<file path="src/common/rr_storage_macros.svh">
`ifndef RR_STORAGE_MACROS_SVH
`define RR_STORAGE_MACROS_SVH

// Channel layout of one logging unit, packed in fixed channel order
`define RR_CHANNEL_CNT 4
`define RR_CH0_WIDTH 8
`define RR_CH1_WIDTH 16
`define RR_CH2_WIDTH 4
`define RR_CH3_WIDTH 12

// Valid bitmap plus every channel payload
`define RR_UNIT_MAX_WIDTH 44
`define RR_LEN_WIDTH 6

// Memory side
`define RR_WORD_WIDTH 64
`define RR_ADDR_WIDTH 16
`define RR_BITCNT_WIDTH 32

`endif

</file>
<file path="src/common/rr_stream_pkg.sv">
`default_nettype none

`include "rr_storage_macros.svh"

package rr_stream_pkg;

  // A logging unit, LSB first: valid bitmap, then payloads of the set channels
  typedef logic [`RR_UNIT_MAX_WIDTH-1:0] unit_data_t;
  typedef logic [`RR_LEN_WIDTH-1:0] unit_len_t;
  typedef logic [`RR_WORD_WIDTH-1:0] mem_word_t;
  typedef logic [`RR_CHANNEL_CNT-1:0] valid_bitmap_t;

  // Unit length is the bitmap itself plus each channel whose valid bit is set
  function automatic unit_len_t unit_len_of(valid_bitmap_t bitmap);
    unit_len_t len;
    len = unit_len_t'(`RR_CHANNEL_CNT);
    if (bitmap[0]) len = len + unit_len_t'(`RR_CH0_WIDTH);
    if (bitmap[1]) len = len + unit_len_t'(`RR_CH1_WIDTH);
    if (bitmap[2]) len = len + unit_len_t'(`RR_CH2_WIDTH);
    if (bitmap[3]) len = len + unit_len_t'(`RR_CH3_WIDTH);
    return len;
  endfunction

endpackage

`default_nettype wire

</file>
<file path="src/common/rr_csr_pkg.sv">
`default_nettype none

`include "rr_storage_macros.svh"

package rr_csr_pkg;

  // Buffer addresses and sizes count 64-bit words
  typedef logic [`RR_ADDR_WIDTH-1:0] buf_addr_t;
  typedef logic [`RR_ADDR_WIDTH-1:0] buf_size_t;

  typedef logic [`RR_BITCNT_WIDTH-1:0] bit_count_t;

  // Bit 0 is write buffer full, bit 1 is replay done
  typedef logic [1:0] irq_reason_t;

  // Packer FSM: waiting for a buffer, packing, or padding out a partial word
  typedef enum logic [1:0] {
    PACK_IDLE,
    PACK_RUN,
    PACK_FLUSH
  } packer_state_t;

endpackage

`default_nettype wire

</file>
<file path="src/trace_rw/rr_trace_packer.sv">
`timescale 1ns/100ps
`default_nettype none

`include "rr_storage_macros.svh"

module rr_trace_packer
  import rr_stream_pkg::*, rr_csr_pkg::*;
(
  input  wire        clk,
  input  wire        rstn,
  input  wire        unit_valid,
  input  unit_data_t unit_data,
  input  unit_len_t  unit_len,
  output logic       unit_ready,
  input  wire        finish,
  input  wire        enable,
  output logic       word_valid,
  output mem_word_t  word_data,
  input  wire        word_ready
);

  localparam int WORD_W = `RR_WORD_WIDTH;
  localparam int ACC_W = `RR_WORD_WIDTH + `RR_UNIT_MAX_WIDTH;
  localparam int FILL_W = $clog2(ACC_W);

  packer_state_t state;
  logic [ACC_W-1:0] acc;
  logic [ACC_W-1:0] acc_kept;
  logic [ACC_W-1:0] acc_sum;
  logic [ACC_W-1:0] unit_ext;
  logic [FILL_W-1:0] fill;
  logic [FILL_W-1:0] fill_sum;
  logic slot_free;
  logic accept;
  logic word_done;
  logic flush_now;

  // The output register frees up in the same cycle its word is taken
  assign slot_free = !word_valid || word_ready;
  assign unit_ready = (state == PACK_RUN) && enable && slot_free && !finish;
  assign accept = unit_valid && unit_ready;

  // Bits above the fill are stale, so both the old and the new bits are masked
  assign unit_ext = ACC_W'(unit_data & ~({`RR_UNIT_MAX_WIDTH{1'b1}} << unit_len));
  assign acc_kept = acc & ~({ACC_W{1'b1}} << fill);
  assign acc_sum = acc_kept | (unit_ext << fill);
  assign fill_sum = fill + FILL_W'(unit_len);
  assign word_done = fill_sum >= FILL_W'(WORD_W);

  // A finish with a partial word emits it zero padded as soon as the slot is free
  assign flush_now = ((state == PACK_FLUSH) || ((state == PACK_RUN) && finish)) &&
                     slot_free && (fill != '0);

  always_ff @(posedge clk) begin
    if (!rstn) begin
      state <= PACK_IDLE;
      fill <= '0;
      word_valid <= 1'b0;
    end else begin
      if (word_valid && word_ready) begin
        word_valid <= 1'b0;
      end
      if (accept) begin
        if (word_done) begin
          word_valid <= 1'b1;
          fill <= fill_sum - FILL_W'(WORD_W);
        end else begin
          fill <= fill_sum;
        end
      end else if (flush_now) begin
        word_valid <= 1'b1;
        fill <= '0;
      end
      case (state)
        PACK_IDLE: if (enable) state <= PACK_RUN;
        PACK_RUN: if (finish && fill != '0) state <= PACK_FLUSH;
        // Hold off new units until the padded word has gone out
        PACK_FLUSH: if (fill == '0 && slot_free) state <= PACK_RUN;
        default: state <= PACK_IDLE;
      endcase
    end
  end

  always_ff @(posedge clk) begin
    if (accept) begin
      if (word_done) begin
        word_data <= acc_sum[WORD_W-1:0];
        acc <= acc_sum >> WORD_W;
      end else begin
        acc <= acc_sum;
      end
    end else if (flush_now) begin
      word_data <= acc_kept[WORD_W-1:0];
    end
  end

  // The producer's length has to agree with the one the replay side will decode
  a_len_matches_bitmap: assert property (@(posedge clk) disable iff (!rstn)
    accept |-> unit_len == unit_len_of(unit_data[`RR_CHANNEL_CNT-1:0]));

  a_fill_in_range: assert property (@(posedge clk) disable iff (!rstn)
    accept |-> fill_sum <= FILL_W'(ACC_W - 1));

endmodule

`default_nettype wire

</file>
<file path="src/trace_rw/rr_trace_unpacker.sv">
`timescale 1ns/100ps
`default_nettype none

`include "rr_storage_macros.svh"

module rr_trace_unpacker
  import rr_stream_pkg::*;
(
  input  wire        clk,
  input  wire        rstn,
  input  wire        start,
  output logic       word_req,
  input  wire        word_valid,
  input  mem_word_t  word_data,
  output logic       unit_valid,
  output unit_data_t unit_data,
  output unit_len_t  unit_len,
  input  wire        unit_ready,
  input  wire        stop
);

  localparam int WORD_W = `RR_WORD_WIDTH;
  localparam int BUF_W = 2 * `RR_WORD_WIDTH;
  localparam int FILL_W = $clog2(BUF_W) + 1;

  logic [BUF_W-1:0] bit_buf;
  logic [BUF_W-1:0] buf_shift;
  logic [BUF_W-1:0] buf_next;
  logic [FILL_W-1:0] fill;
  logic [FILL_W-1:0] fill_shift;
  logic [FILL_W-1:0] fill_next;
  logic active;
  logic take;
  unit_len_t cur_len;

  // The head of the buffer always starts with the next unit's bitmap
  assign cur_len = unit_len_of(bit_buf[`RR_CHANNEL_CNT-1:0]);

  // With the fill below the bitmap width the decoded length is meaningless
  assign unit_valid = active && !stop && (fill >= FILL_W'(`RR_CHANNEL_CNT)) &&
                      (fill >= FILL_W'(cur_len));
  assign unit_data = bit_buf[`RR_UNIT_MAX_WIDTH-1:0] &
                     ~({`RR_UNIT_MAX_WIDTH{1'b1}} << cur_len);
  assign unit_len = cur_len;
  assign take = unit_valid && unit_ready;

  // Room for a whole word is guaranteed while the fill is at most one word
  assign word_req = active && (fill <= FILL_W'(WORD_W));

  always_comb begin
    buf_shift = bit_buf;
    fill_shift = fill;
    if (take) begin
      buf_shift = bit_buf >> cur_len;
      fill_shift = fill - FILL_W'(cur_len);
    end
    buf_next = buf_shift;
    fill_next = fill_shift;
    if (word_valid) begin
      buf_next = (buf_shift & ~({BUF_W{1'b1}} << fill_shift)) |
                 (BUF_W'(word_data) << fill_shift);
      fill_next = fill_shift + FILL_W'(WORD_W);
    end
  end

  always_ff @(posedge clk) begin
    if (!rstn) begin
      active <= 1'b0;
      fill <= '0;
    end else if (start) begin
      active <= 1'b1;
      fill <= '0;
    end else begin
      fill <= fill_next;
    end
  end

  always_ff @(posedge clk) begin
    bit_buf <= buf_next;
  end

  // A returning word has to land where the buffer still has room for all of it
  a_refill_fits: assert property (@(posedge clk) disable iff (!rstn)
    word_valid |-> fill_shift <= FILL_W'(WORD_W));

endmodule

`default_nettype wire

</file>
<file path="src/trace_rw/rr_trace_rw.sv">
`timescale 1ns/100ps
`default_nettype none

module rr_trace_rw
  import rr_stream_pkg::*, rr_csr_pkg::*;
(
  input  wire        clk,
  input  wire        rstn,
  input  wire        record_valid,
  input  unit_data_t record_data,
  input  unit_len_t  record_len,
  output logic       record_ready,
  output logic       replay_valid,
  output unit_data_t replay_data,
  output unit_len_t  replay_len,
  input  wire        replay_ready,
  output logic       mem_wr_valid,
  output buf_addr_t  mem_wr_addr,
  output mem_word_t  mem_wr_data,
  input  wire        mem_wr_ready,
  output logic       mem_rd_valid,
  output buf_addr_t  mem_rd_addr,
  input  wire        mem_rd_ready,
  input  wire        mem_rd_resp_valid,
  input  mem_word_t  mem_rd_resp_data,
  input  buf_addr_t  buf_addr,
  input  buf_size_t  buf_size,
  input  wire        write_buf_update,
  input  wire        read_buf_update,
  input  wire        record_finish,
  input  bit_count_t replay_bits,
  output bit_count_t record_bits,
  output bit_count_t rt_replay_bits,
  output logic       write_full,
  output logic       replay_done
);

  buf_addr_t wr_ptr, wr_end, rd_ptr, rd_end;
  bit_count_t replay_target;
  logic wr_started, rd_started, rd_outstanding, rd_active;
  logic pk_enable, pk_word_valid, wr_fire;
  logic word_req, rd_fire, unpk_stop;

  // Writes stop for good once the pointer reaches the end of the buffer
  assign pk_enable = wr_started && (wr_ptr != wr_end);
  assign mem_wr_valid = pk_word_valid && pk_enable;
  assign mem_wr_addr = wr_ptr;
  assign wr_fire = mem_wr_valid && mem_wr_ready;

  // Only one read in flight, so the unpacker never overflows its buffer
  assign mem_rd_valid = word_req && rd_started && !rd_outstanding && (rd_ptr != rd_end);
  assign mem_rd_addr = rd_ptr;
  assign rd_fire = mem_rd_valid && mem_rd_ready;
  assign unpk_stop = !rd_active || (rt_replay_bits == replay_target);

  rr_trace_packer u_packer (
    .clk(clk),
    .rstn(rstn),
    .unit_valid(record_valid),
    .unit_data(record_data),
    .unit_len(record_len),
    .unit_ready(record_ready),
    .finish(record_finish),
    .enable(pk_enable),
    .word_valid(pk_word_valid),
    .word_data(mem_wr_data),
    .word_ready(mem_wr_ready && pk_enable)
  );

  rr_trace_unpacker u_unpacker (
    .clk(clk),
    .rstn(rstn),
    .start(read_buf_update),
    .word_req(word_req),
    .word_valid(mem_rd_resp_valid),
    .word_data(mem_rd_resp_data),
    .unit_valid(replay_valid),
    .unit_data(replay_data),
    .unit_len(replay_len),
    .unit_ready(replay_ready),
    .stop(unpk_stop)
  );

  always_ff @(posedge clk) begin
    if (!rstn) begin
      wr_started <= 1'b0;
      wr_ptr <= '0;
      wr_end <= '0;
      record_bits <= '0;
      write_full <= 1'b0;
    end else begin
      write_full <= 1'b0;
      if (write_buf_update) begin
        wr_started <= 1'b1;
        wr_ptr <= buf_addr;
        wr_end <= buf_addr_t'(buf_addr + buf_size);
        record_bits <= '0;
      end else begin
        if (wr_fire) begin
          wr_ptr <= buf_addr_t'(wr_ptr + 1'b1);
          write_full <= buf_addr_t'(wr_ptr + 1'b1) == wr_end;
        end
        if (record_valid && record_ready) begin
          record_bits <= record_bits + bit_count_t'(record_len);
        end
      end
    end
  end

  always_ff @(posedge clk) begin
    if (!rstn) begin
      rd_started <= 1'b0;
      rd_ptr <= '0;
      rd_end <= '0;
      rd_outstanding <= 1'b0;
      rd_active <= 1'b0;
      replay_target <= '0;
      rt_replay_bits <= '0;
      replay_done <= 1'b0;
    end else begin
      replay_done <= 1'b0;
      if (rd_fire) begin
        rd_outstanding <= 1'b1;
      end else if (mem_rd_resp_valid) begin
        rd_outstanding <= 1'b0;
      end
      if (read_buf_update) begin
        rd_started <= 1'b1;
        rd_ptr <= buf_addr;
        rd_end <= buf_addr_t'(buf_addr + buf_size);
        rd_active <= 1'b1;
        replay_target <= replay_bits;
        rt_replay_bits <= '0;
      end else begin
        if (rd_fire) begin
          rd_ptr <= buf_addr_t'(rd_ptr + 1'b1);
        end
        if (replay_valid && replay_ready) begin
          rt_replay_bits <= rt_replay_bits + bit_count_t'(replay_len);
        end
        // Done fires once, the cycle after the target count is reached
        if (rd_active && rt_replay_bits == replay_target) begin
          rd_active <= 1'b0;
          replay_done <= 1'b1;
        end
      end
    end
  end

  a_resp_has_request: assert property (@(posedge clk) disable iff (!rstn)
    mem_rd_resp_valid |-> rd_outstanding);

endmodule

`default_nettype wire

</file>
<file path="src/logic/rr_irq_ctrl.sv">
`timescale 1ns/100ps
`default_nettype none

module rr_irq_ctrl
  import rr_csr_pkg::*;
(
  input  wire         clk,
  input  wire         rstn,
  input  wire         write_full,
  input  wire         replay_done,
  output logic        irq_req,
  output irq_reason_t irq_reason,
  input  wire         irq_ack
);

  irq_reason_t new_reason;

  // Both event lines are single-cycle pulses
  assign new_reason = {replay_done, write_full};

  always_ff @(posedge clk) begin
    if (!rstn) begin
      irq_req <= 1'b0;
      irq_reason <= '0;
    end else if (irq_req && irq_ack) begin
      // An event landing on the ack cycle starts a fresh request
      irq_req <= |new_reason;
      irq_reason <= new_reason;
    end else if (|new_reason) begin
      irq_req <= 1'b1;
      irq_reason <= irq_reason | new_reason;
    end
  end

  a_ack_only_when_pending: assert property (@(posedge clk) disable iff (!rstn)
    irq_ack |-> irq_req);

endmodule

`default_nettype wire

</file>
<file path="src/logic/rr_storage_backend.sv">
`timescale 1ns/100ps
`default_nettype none

module rr_storage_backend
  import rr_stream_pkg::*, rr_csr_pkg::*;
(
  input  wire         clk,
  input  wire         rstn,
  input  wire         record_valid,
  input  unit_data_t  record_data,
  input  unit_len_t   record_len,
  output logic        record_ready,
  output logic        replay_valid,
  output unit_data_t  replay_data,
  output unit_len_t   replay_len,
  input  wire         replay_ready,
  output logic        mem_wr_valid,
  output buf_addr_t   mem_wr_addr,
  output mem_word_t   mem_wr_data,
  input  wire         mem_wr_ready,
  output logic        mem_rd_valid,
  output buf_addr_t   mem_rd_addr,
  input  wire         mem_rd_ready,
  input  wire         mem_rd_resp_valid,
  input  mem_word_t   mem_rd_resp_data,
  input  buf_addr_t   buf_addr,
  input  buf_size_t   buf_size,
  input  wire         write_buf_update,
  input  wire         read_buf_update,
  input  wire         record_finish,
  input  bit_count_t  replay_bits,
  output bit_count_t  record_bits,
  output bit_count_t  rt_replay_bits,
  output logic        irq_req,
  output irq_reason_t irq_reason,
  input  wire         irq_ack
);

  logic write_full;
  logic replay_done;

  rr_trace_rw u_trace_rw (
    .clk(clk),
    .rstn(rstn),
    .record_valid(record_valid),
    .record_data(record_data),
    .record_len(record_len),
    .record_ready(record_ready),
    .replay_valid(replay_valid),
    .replay_data(replay_data),
    .replay_len(replay_len),
    .replay_ready(replay_ready),
    .mem_wr_valid(mem_wr_valid),
    .mem_wr_addr(mem_wr_addr),
    .mem_wr_data(mem_wr_data),
    .mem_wr_ready(mem_wr_ready),
    .mem_rd_valid(mem_rd_valid),
    .mem_rd_addr(mem_rd_addr),
    .mem_rd_ready(mem_rd_ready),
    .mem_rd_resp_valid(mem_rd_resp_valid),
    .mem_rd_resp_data(mem_rd_resp_data),
    .buf_addr(buf_addr),
    .buf_size(buf_size),
    .write_buf_update(write_buf_update),
    .read_buf_update(read_buf_update),
    .record_finish(record_finish),
    .replay_bits(replay_bits),
    .record_bits(record_bits),
    .rt_replay_bits(rt_replay_bits),
    .write_full(write_full),
    .replay_done(replay_done)
  );

  // Buffer full and replay done share one request line
  rr_irq_ctrl u_irq_ctrl (
    .clk(clk),
    .rstn(rstn),
    .write_full(write_full),
    .replay_done(replay_done),
    .irq_req(irq_req),
    .irq_reason(irq_reason),
    .irq_ack(irq_ack)
  );

endmodule

`default_nettype wire

</file>
<file path="config.mk">
export PLATFORM = sky130hd
export DESIGN_NAME = rr_storage_backend
export DESIGN_NICKNAME = d
export VERILOG_FILES = /design/src/common/rr_stream_pkg.sv /design/src/common/rr_csr_pkg.sv /design/src/trace_rw/rr_trace_packer.sv /design/src/trace_rw/rr_trace_unpacker.sv /design/src/trace_rw/rr_trace_rw.sv /design/src/logic/rr_irq_ctrl.sv /design/src/logic/rr_storage_backend.sv
export VERILOG_INCLUDE_DIRS = /design/src /design/src/common
export SDC_FILE = /design/constraint.sdc
export NUM_CORES = 2
export LEC_CHECK = 0
export BUFFER_PORTS_ARGS = -buffer_cell sky130_fd_sc_hd__buf_2
export CAP_MARGIN = 20
export CORE_MARGIN = 3
export CORE_UTILIZATION = 25
export CTS_CLUSTER_DIAMETER = 150
export CTS_CLUSTER_SIZE = 16
export DETAILED_ROUTE_END_ITERATION = 8
export PLACE_DENSITY = 0.53
export SKIP_CTS_REPAIR_TIMING = 1
export SLEW_MARGIN = 5
export SYNTH_ARGS = -nofsm -noshare
export SYNTH_HDL_FRONTEND = slang
export SYNTH_SLANG_ARGS = --single-unit
</file>
<file path="constraint.sdc">
create_clock -name clk -period 10.26 [get_ports clk]
set_input_delay 2.052 -clock clk [delete_from_list [all_inputs] [get_ports clk]]
set_output_delay 2.052 -clock clk [all_outputs]
set_load 0.02 [all_outputs]
</file>
# Word level (Yosys, flattened, before mapping)
# Cells that the tools add are included.
# word_totals
register_bits	487
out_inout_bits	217
in_bits	189
elab_cells	153
# op_classes
shift	7
eq_ne	10
addsub	12
muxes	36
magnitude_cmp	4
n_bitwise	13
reduce_logical	48
# ops
op	n
128-bit two-way mux	2
108-bit NOT	2
64-bit two-way mux	3
128-bit bitwise AND	1
128-bit NOT	1
128-bit bitwise OR	1
128-bit by 8-bit left shift with 128-bit output, first input constant	1
64-bit by 8-bit left shift with 128-bit output	1
128-bit by 6-bit right shift with 128-bit output	1
108-bit bitwise AND	1
44-bit by 108-bit bitwise AND with 108-bit output	1
108-bit bitwise OR	1
108-bit by 7-bit left shift with 108-bit output	1
108-bit by 7-bit left shift with 108-bit output, first input constant	1
44-bit by 6-bit left shift with 108-bit output, first input constant	1
32-bit by 6-bit adder with 32-bit output	2
16-bit two-way mux	4
44-bit bitwise AND	1
44-bit two-way mux	1
44-bit NOT	1
44-bit by 6-bit left shift with 44-bit output, first input constant	1
16-bit by 1-bit adder with 16-bit output, second input constant	2
32-bit equality test	1
16-bit != test	2
other kinds (36)	96

# Depth between registers and ports, before layout
# logic_depth
depth_word	16
depth_mapped	21
ltp_nobuf	16

# Cells and area by module
# Synthesis repeated with hierarchy kept, for this count alone.
# unflattened
cells_unflattened	4986
area_unflattened_um2	40478.8
# by_module_without_submodules
module	seq_area_each_um2	area_per_inst_um2	cells_each	n_inst
rr_trace_packer	5365.1	16183.0	1950	1
rr_trace_unpacker	2702.6	14671.6	1949	1
rr_trace_rw	3323.2	9519.1	1078	1
rr_irq_ctrl	60.1	105.1	9	1

# Least setup slack after synthesis
# No wires, ideal clock.
# synth_path
path_kind	in2reg
from	in mem_wr_ready
to	reg u_trace_rw.u_packer.word_data[47], data pin
n_path_buf	2
required_ns	10.107
path_slack_ns	3.798
cell_stages	6
setup_ns	0.153
arrival_ns	6.309
path_cell_list	inv_1 > a21boi_0 > o2111a_1 > clkbuf_1 > buf_1 > a32o_1
# synth_via
elab_chain_cells	6
# synth_lines
element	line_no	rtl
from (decl)	rr_storage_backend.sv:20	input wire mem_wr_ready,
1-bit logical AND	rr_trace_rw.sv:67	.word_ready(mem_wr_ready && pk_enable)
1-bit logical OR	rr_trace_packer.sv:39	assign slot_free = !word_valid || word_ready;
1-bit logical AND (2 in series)	rr_trace_packer.sv:40	assign unit_ready = (state == PACK_RUN) && enable && slot_free && !finish;
1-bit logical AND	rr_trace_packer.sv:41	assign accept = unit_valid && unit_ready;
via u_trace_rw.u_packer.accept	rr_trace_packer.sv:34	logic accept;
64-bit two-way mux	rr_trace_packer.sv:85	if (accept) begin
to (signal assigned)	rr_trace_packer.sv:87	word_data <= acc_sum[WORD_W-1:0];
to (signal assigned)	rr_trace_packer.sv:93	word_data <= acc_kept[WORD_W-1:0];
to (decl)	rr_trace_packer.sv:18	output mem_word_t word_data,
# The timed path passes the listed nets, and every way through them passes these cells.
# A chain may end at the register's enable or synchronous reset.

# Worst setup path after layout
# layout_path
from	reg u_trace_rw.u_unpacker.bit_buf[2]
to	out replay_data[6]
# layout_via
elab_chain_cells	6
# layout_lines
element	line_no	rtl
from (decl)	rr_trace_unpacker.sv:26	logic [BUF_W-1:0] bit_buf;
from (signal assigned)	rr_trace_unpacker.sv:79	bit_buf <= buf_next;
6-bit two-way mux (*)	rr_stream_pkg.sv:19	if (bitmap[2]) len = len + unit_len_t'(`RR_CH2_WIDTH);
6-bit by 4-bit adder with 6-bit output	rr_stream_pkg.sv:20	if (bitmap[3]) len = len + unit_len_t'(`RR_CH3_WIDTH);
6-bit two-way mux (*)	rr_stream_pkg.sv:20	
44-bit by 6-bit left shift with 44-bit output (*)	rr_trace_unpacker.sv:43	~({`RR_UNIT_MAX_WIDTH{1'b1}} << cur_len);
44-bit NOT (*)	rr_trace_unpacker.sv:43	
44-bit bitwise AND (*)	rr_trace_unpacker.sv:42	assign unit_data = bit_buf[`RR_UNIT_MAX_WIDTH-1:0] &
to (decl)	rr_storage_backend.sv:14	output unit_data_t replay_data,
# Mark *: on every way between the ends. The rest lies on a longest branch, timed or not.

==> impl_metrics.ini <==
[status]
status = complete, no violations

[placement]
place_inst = 6934
placed_cell_area_um2 = 42100
hpwl_um = 135000
preCtsSetupSlack_ns = 3.10
io_buffers = 401
gp_congestion = 0.993

[power]
p_comb_frac = 0.423
power_density_nw_per_um2 = 149
power_mw = 6.44
pwr-share-seq = 0.347
p_int_mw = 3.67
p_leak_nw = 16.6
power_switching_mw = 2.77
clkPwrFrac = 0.230
vdd_drop_max_uv = 135
swShare = 0.430

[routing]
ant_nets = 0
wl_per_cell_um = 26.1
via_per_inst = 5.75
detailroute.via_count = 40200
drt_iter0_drc = 4711
drc = 0
drtPass1Iterations = 7
drt_wl_total_um = 182000

[die]
core_area_um2 = 152000
pin_count = 406
initial_core_util = 0.252
rows = 143
die_height_um = 398
die-area_um2 = 158000
die_w_um = 398

[yosys]
synth_edf_count = 172
mappedNetlistArea_um2 = 38400
ys_seq_elements = 483
synth-main-ff-cell = dfxtp_1
seq_area_frac_synth = 0.296
yosys_warnings = 0
syn_avg_cell_area_um2 = 7.98
post-synth-top-area-cell = dfxtp_1
yosysUniqueCellTypes = 100
synthTopCellsByArea = dfxtp_1 16%, edfxtp_1 13%, mux2i_1 9.9%
synthCells = 4817
synth_top_area_frac = 0.162
async_reset_ff_frac = 0

[global_routing]
antenna_found_initial = 4
grt_first_pass_wirelength_um = 262000
track_usage = 0.219
gr-total-overflow = 0
grt_pass1_vias = 37300
grt_max_degree = 128

[sta]
finalClockSkew_ns = 0.0370
setup_viol = 0
rsz0062_at_grt = no
finalMaxSlewViolations = 0
fmax_ghz = 0.141
fin_tns_setup_ns = 0
hold_violations = 0
whs_ns = 0.496
finalCritPeriodShare = 0.694
relSlewSlack = 0.202
worstMarginPinSlew_ns = 1.20
final.min_clock_period_ns = 7.12
finalWorstSetupSlack_ns = 3.14

[finish]
area_growth_pct = 12.4
final_cells = 6984
layout-drive-gt1-share = 0.141
final_common_cell = nand2_1
layout_common_cells = 643 x nand2_1, 400 x buf_2, 386 x o21ai_0
fin_util = 0.284
stdcell_area_um2 = 43200
nets = 5176

[worst_setup_path]
cp_data_arrival_time_ns = 5.06
crit_family = simple AND/OR/NAND/NOR gates
cp_slowest_stage_delay_ns = 0.74
crit_fanout = 31
r2r_end = u_trace_rw.u_unpacker.bit_buf[10]$_DFF_P_
critPathBufInv = 2
path_cells = ha_1 -> nand3_1 -> mux2_2 -> and2_2 -> buf_4 -> nand2_1 -> nor2_1 -> nor2b_1 -> buf_2
startpoint_type = flip-flop
worstReg2RegStart = u_trace_rw.u_unpacker.bit_buf[2]$_DFF_P_
cp-end-kind = primary output
required_ns = 8.21
worstSetupPathType = flip-flop to primary output
r2r_slack_ns = 3.33
cp_slowest_cell = nand2_1
r2r_cells = 16

[clock_network]
clk_path_buf_depth = 3
cts_tree = built
clk_pin_slew_worst_paths_ns = 0.08
clk-insertion-delay-late_ns = 0.62
cts_sinks = 483
numCtsBuffers = 38
htreeDepth = 2
cts_root_buf = clkbuf_16

[min_path]
min_to = u_trace_rw.rd_started$_SDFFE_PN0P_
min_path_cells = 1
min_from = u_trace_rw.rd_started$_SDFFE_PN0P_
hold_class = flip-flop to flip-flop

[job]
max_cap_violations = 0
## cell families after synthesis
| logic type | Yosys count | synth area share |
|---|---|---|
| flops | 483 | 0.296 |
| fa+ha+maj | 46 | 0.0158 |
| mux | 462 | 0.136 |
| compound gates | 1575 | 0.271 |
| other cells | 1 | 0.0000976 |
| buf+inv | 466 | 0.0498 |
| xor+xnor | 175 | 0.0401 |
| simple gates | 1609 | 0.191 |
## worst register-to-register path, delay by kind of cell, from the launching register on
family,cells,cell delay (ns)
compound gates,4,1.53
xor+xnor,1,0.33
fa+ha+maj,2,1.05
buf+inv,4,1.36
flops,1,0.72
simple gates,5,1.72
## worst max-delay path by stage
stage / from / end / depth (start not counted)
global route: u_trace_rw.u_unpacker.bit_buf[2]$_DFF_P_ / replay_data[6] / 9
detailed placement: record_len[0] / u_trace_rw.u_packer.word_data[4]$_DFFE_PP_ / 15
global placement: record_len[0] / u_trace_rw.u_packer.word_data[29]$_DFFE_PP_ / 15
finish: u_trace_rw.u_unpacker.bit_buf[2]$_DFF_P_ / replay_data[6] / 9
CTS: u_trace_rw.u_unpacker.bit_buf[2]$_DFF_P_ / replay_data[6] / 9
floorplan: mem_wr_ready / u_trace_rw.u_packer.word_data[47]$_DFFE_PP_ / 6
## cell usage after synthesis, types with 22 or more instances
| master | instances |
|---|---|
| o21ai_0 | 387 |
| clkbuf_1 | 258 |
| mux2_2 | 38 |
| ha_1 | 38 |
| a311oi_1 | 47 |
| o211ai_1 | 50 |
| o22ai_1 | 99 |
| dfxtp_1 | 311 |
| mux2i_1 | 379 |
| edfxtp_1 | 172 |
| o21a_1 | 40 |
| nand3_1 | 146 |
| xnor2_1 | 77 |
| a31oi_1 | 49 |
| buf_2 | 72 |
| nor3_1 | 75 |
| and2_1 | 86 |
| a21o_1 | 39 |
| nor2b_1 | 91 |
| nand2_1 | 643 |
| a221oi_1 | 23 |
| o221ai_1 | 45 |
| nand4_1 | 30 |
| a211oi_1 | 128 |
| nor2_1 | 362 |
| and3_1 | 70 |
| a22oi_1 | 49 |
| or3_1 | 22 |
| buf_1 | 56 |
| xor2_1 | 97 |
| a21oi_1 | 342 |
| inv_1 | 54 |
| mux4_2 | 43 |
| a21boi_0 | 23 |
## power by group through the flow
stage	Clock, mW	Combinational [mW]	Sequential, mW
CTS	1.53	2.67	2.23
global placement	0	2.65	2.28
finish	1.48	2.73	2.24
global route	1.58	2.91	2.25
detailed placement	0	2.65	2.28
floorplan	0	1.84	2.21
## state kept, by name (all words and copies together), names as in the netlist, 2 cells and up
signal / count
u_trace_rw.u_packer.acc: 108
u_trace_rw.wr_end: 16
u_trace_rw.record_bits: 32
u_trace_rw.mem_rd_addr: 16
u_trace_rw.u_unpacker.fill: 6
u_trace_rw.mem_wr_addr: 16
u_irq_ctrl.irq_reason: 2
u_trace_rw.replay_target: 32
u_trace_rw.rd_end: 16
u_trace_rw.u_packer.word_data: 64
u_trace_rw.u_packer.state: 2
u_trace_rw.u_unpacker.bit_buf: 128
u_trace_rw.rt_replay_bits: 30
u_trace_rw.u_packer.fill: 7
## layout make-up
type                    count  area (µm²)
diodes                      3        7.51
clock buffers              42         987
clock inverters             5        66.3
fillers                 16500      109000
inverters                  62         243
multi-input cells        3871       25200
flip-flops and latches    483       11400
well taps                2030        2540
repair buffers            488        2680
## metal layers
layer | track usage | part of all wire | vias up
met3 | 0.0440 | 0.090 | 382
met4 | 0.0952 | 0.049 | 4
li1 | - | - | 18200
met1 | 0.288 | 0.41 | 19400
met2 | 0.345 | 0.45 | 2196
met5 | 0.00216 | 0.00032 | -
Power figures use the tool's default switching activity.
